## src/logic/wave_pkg.sv

```systemverilog
`default_nettype none

package wave_pkg;

    ////////////////////
    // Widths with a meaning
    ////////////////////

    // Period is 2048 minus this value
    typedef logic [10:0] freq_t;
    // Channel runs 256 minus this value ticks
    typedef logic [7:0]  length_t;
    typedef logic [1:0]  volume_t;
    // One sample, also the output level
    typedef logic [3:0]  sample_t;
    typedef logic [3:0]  wave_addr_t;
    // Two samples, upper nibble played first
    typedef logic [7:0]  wave_byte_t;
    typedef logic [5:0]  apb_addr_t;
    typedef logic [7:0]  apb_data_t;

    ////////////////////
    // Register map
    ////////////////////

    localparam apb_addr_t REG_CTRL    = 6'h00;
    localparam apb_addr_t REG_LENGTH  = 6'h01;
    localparam apb_addr_t REG_VOLUME  = 6'h02;
    localparam apb_addr_t REG_FREQ_LO = 6'h03;
    localparam apb_addr_t REG_FREQ_HI = 6'h04;
    localparam apb_addr_t REG_STATUS  = 6'h05;
    // Wave RAM window 0x20 to 0x2F
    localparam apb_addr_t WAVE_BASE   = 6'h20;

    // Volume codes
    localparam volume_t VOL_MUTE    = 2'd0;
    localparam volume_t VOL_FULL    = 2'd1;
    localparam volume_t VOL_HALF    = 2'd2;
    localparam volume_t VOL_QUARTER = 2'd3;

    // Length tick prescaler, scaled down for simulation
    localparam int LENGTH_TICK_DIV = 64;
    localparam int LENGTH_TICK_W   = $clog2(LENGTH_TICK_DIV);
    typedef logic [LENGTH_TICK_W-1:0] tick_cnt_t;

    // APB phase tracking
    typedef enum logic [1:0] {
        IDLE,
        SETUP,
        ACCESS
    } apb_state_t;

endpackage

`default_nettype wire

```

## src/logic/wave_ram.sv

```systemverilog
`default_nettype none

module wave_ram
    import wave_pkg::*;
(
    input  logic       clk_pointer_inc,
    input  logic       we,
    input  wave_addr_t waddr,
    input  wave_byte_t wdata,
    input  wave_addr_t cpu_addr,
    output wave_byte_t cpu_data,
    input  wave_addr_t wave_a,
    output wave_byte_t wave_d
);

    // 32 four bit samples packed two per byte
    wave_byte_t mem [16];

    ////////////////////
    // CPU write port
    ////////////////////

    always_ff @(posedge clk_pointer_inc) begin
        if (we)
            mem[waddr] <= wdata;
    end

    ////////////////////
    // Read ports
    ////////////////////

    // CPU side for APB reads
    assign cpu_data = mem[cpu_addr];

    // Playback side, never stalled by CPU writes
    assign wave_d = mem[wave_a];

endmodule

`default_nettype wire

```

## config.mk

```make
export PLATFORM = sky130hd
export DESIGN_NAME = wave_ram
export DESIGN_NICKNAME = d
export VERILOG_FILES = /design/src/logic/wave_pkg.sv /design/src/logic/wave_ram.sv
export SDC_FILE = /design/constraint.sdc
export NUM_CORES = 1
export LEC_CHECK = 0
export BUFFER_PORTS_ARGS = -buffer_cell sky130_fd_sc_hd__buf_2
export CAP_MARGIN = 20
export CELL_PAD_IN_SITES_DETAIL_PLACEMENT = 0
export CELL_PAD_IN_SITES_GLOBAL_PLACEMENT = 1
export CORE_MARGIN = 1
export CORE_UTILIZATION = 57
export DETAILED_ROUTE_END_ITERATION = 12
export PLACE_DENSITY_LB_ADDON = 0.3
export SLEW_MARGIN = 20
export SYNTH_ARGS = -nofsm -noshare
export SYNTH_HDL_FRONTEND = slang
export SYNTH_SLANG_ARGS = --single-unit
```

## constraint.sdc

```tcl
create_clock -name clk_pointer_inc -period 4.03 [get_ports clk_pointer_inc]
set_input_delay 0.2015 -clock clk_pointer_inc [delete_from_list [all_inputs] [get_ports clk_pointer_inc]]
set_output_delay 0.2015 -clock clk_pointer_inc [all_outputs]
set_load 0.02 [all_outputs]
```

==> out/summary.txt <==
Power Density -> 471 nW/µm²
Synth Register Bits -> 128
routed length per instance -> 28.0 µm
Sinks on Clock Net -> 128
DRT iter0 DRCs -> 293
Clock Path Buffers -> 2
DP Area -> 6230 µm²
vias in the first global route -> 3,456
synthesis-to-layout area growth -> 12.7%
most common cell after layout, fill and taps aside -> edfxtp_1
max reg flops -> 128
Setup Buffers After CTS -> 0
die area -> 11,000 µm²
Max-slew headroom -> 30.2%
# setup viols final -> 0
clk root buf -> clkbuf_8
ANT cells -> 0
antenna violations before repair -> 0
f_max -> 0.454 GHz
Via density -> 6.75
crit path capture type -> output port
PortBufs -> 37
Pleak -> 2.29 nW
CTS Buf Count -> 17
status -> finished clean
Max-cap violations -> 0
drt drc -> 0
most frequent cells in the layout -> 128 x edfxtp_1, 35 x buf_2, 34 x mux4_2
Largest Register -> mem
Worst-path clk slew -> 50 ps
CP Launch Point -> mem[9][6]
worst path arrival time -> 2000 ps
unique cell type count in the Yosys netlist -> 19
Worst Tran Pin Value -> 1040 ps
core area -> 10,300 µm²
Via Count -> 3,219
Die X -> 105 µm
drt first pass iters -> 4
Final Net Count -> 351
Cell Area, Synth -> 6030 µm²
GRT Util Overall -> 27.0%
post-route ant nets -> 0
Ports -> 38
Cell Chain, Critical Path -> mux4_2 -> a22oi_1 -> nand2_1 -> buf_2
total gr overflow -> 0
Mapped Nets -> 313
layout cell share with drive strength beyond 1 -> 29.3%
WL final -> 13.3 mm
nature of the critical path startpoint -> register
Largest regs -> mem (128)
period utilization -> 54.6%
hold path startpoint -> wdata[4]
pin count of the biggest net entering global routing -> 33
hpwl dp -> 8.23 mm
TNS Setup -> 0 ps
hold-fix buffers at CTS -> 0
Rows -> 37
Post-Syn Instances -> 291
H-tree depth -> 4
CP Data Required Time -> 3830 ps
initial core utilization -> 58.6%
Period minus WS final -> 2200 ps
Final Wtd Congestion -> 0.783
final hold violation count -> 0
CTS tree -> yes
Die H -> 105 µm
Seq/Total Area, Yosys -> 63.8%
worst hold-check path type -> in2reg
max-slew violations -> 0
post-CTS sizing -> 0
slowest stage delay, CP -> 480 ps
Avg Cell Area, Syn -> 20.7 µm²
Finished Cell Area -> 6790 µm²
Max stage delay cell, worst path -> mux4_2
crit path kind -> reg2out
Yosys warning count -> 0
RSZ-0062 raised after global routing -> false
crit path max fanout -> 2
Peak VDD IR -> 299 µV
Fillers -> 705
global-route wire length before repair -> 20.4 mm
-- report_power, final --
group          leakage, nW  internal [mW]  switching (mW)
logic                0.875          0.107           0.152
registers             1.16           1.49          0.0108
clock network        0.261          0.927           0.509
-- path summary, 6_finish.rpt --
check                   endpoint  slack (ps)  cells past startpoint
worst max-delay path   wave_d[6]        1830                      4
worst min-delay path  mem[14][4]          70                      1
-- stage by stage --
stage                     worst slack, ps  total power, mW  util, %  std cells  hold slack [ps]
final                                1830             3.20     66.1        477             66.6
after global routing                 1760             3.28     66.1        477             47.2
after CTS                            1560             3.21     66.0        476             35.9
after detailed placement             1570             1.79     60.6        445              588
after global placement               1590             1.78     60.6        445              580
after floorplan                      2340             1.71        -        291              300
-- critical path: cells and delay by family (launching register included) --
| kind | cells | cell delay [ps] |
|---|---|---|
| multiplexers | 1 | 480 |
| flip-flops | 1 | 400 |
| AO/OA/AOI/OAI | 1 | 290 |
| buffers and inverters | 1 | 180 |
| AND/OR/NAND/NOR | 1 | 130 |
-- per-layer routing --
metal / global-route usage, % / up-vias / share of wire, %
li1: - / 1372 / -
met1: 36.7 / 1672 / 39
met2: 42.9 / 154 / 52
met3: 6.55 / 21 / 7.6
met4: 10.4 / 0 / 1.8
met5: 0 / - / 0
-- area by class of cell --
class	count	area [µm²]	area share, %
Multi-Input combinational cell	143	2020	29.8
Sequential cell	128	3840	56.6
Clock buffer	22	433	6.37
Tap cell	136	170	2.51
Timing Repair Buffer	39	205	3.02
Clock inverter	9	116	1.71
-- kinds of logic (layout without fill, tap and decap cells) --
logic type / Yosys count / after routing / share of synthesized area [%]
flip-flops: 128 / 128 / 63.8
multiplexers: 64 / 64 / 25.7
AND/OR/NAND/NOR: 47 / 47 / 3.61
AO/OA/AOI/OAI: 32 / 32 / 3.99
buffers and inverters: 20 / 70 / 2.87
-- cells in the mapped netlist --
library cell	instances	area share (%)
nand2_1	17	1.1
nor2_1	14	0.87
nand3b_1	2	0.25
buf_2	6	0.50
or3b_2	1	0.15
and2_1	2	0.21
mux4_4	2	0.83
nor2b_1	2	0.21
buf_4	2	0.25
a22oi_1	32	4.0
buf_6	6	1.1
edfxtp_1	128	64
clkdlybuf4s25_2	6	1.0
nand2b_1	2	0.21
and2b_1	2	0.25
mux4_2	34	13
mux4_1	28	12
nor3_1	4	0.33
nand3_1	1	0.083
(Power assumes the default switching activity.)
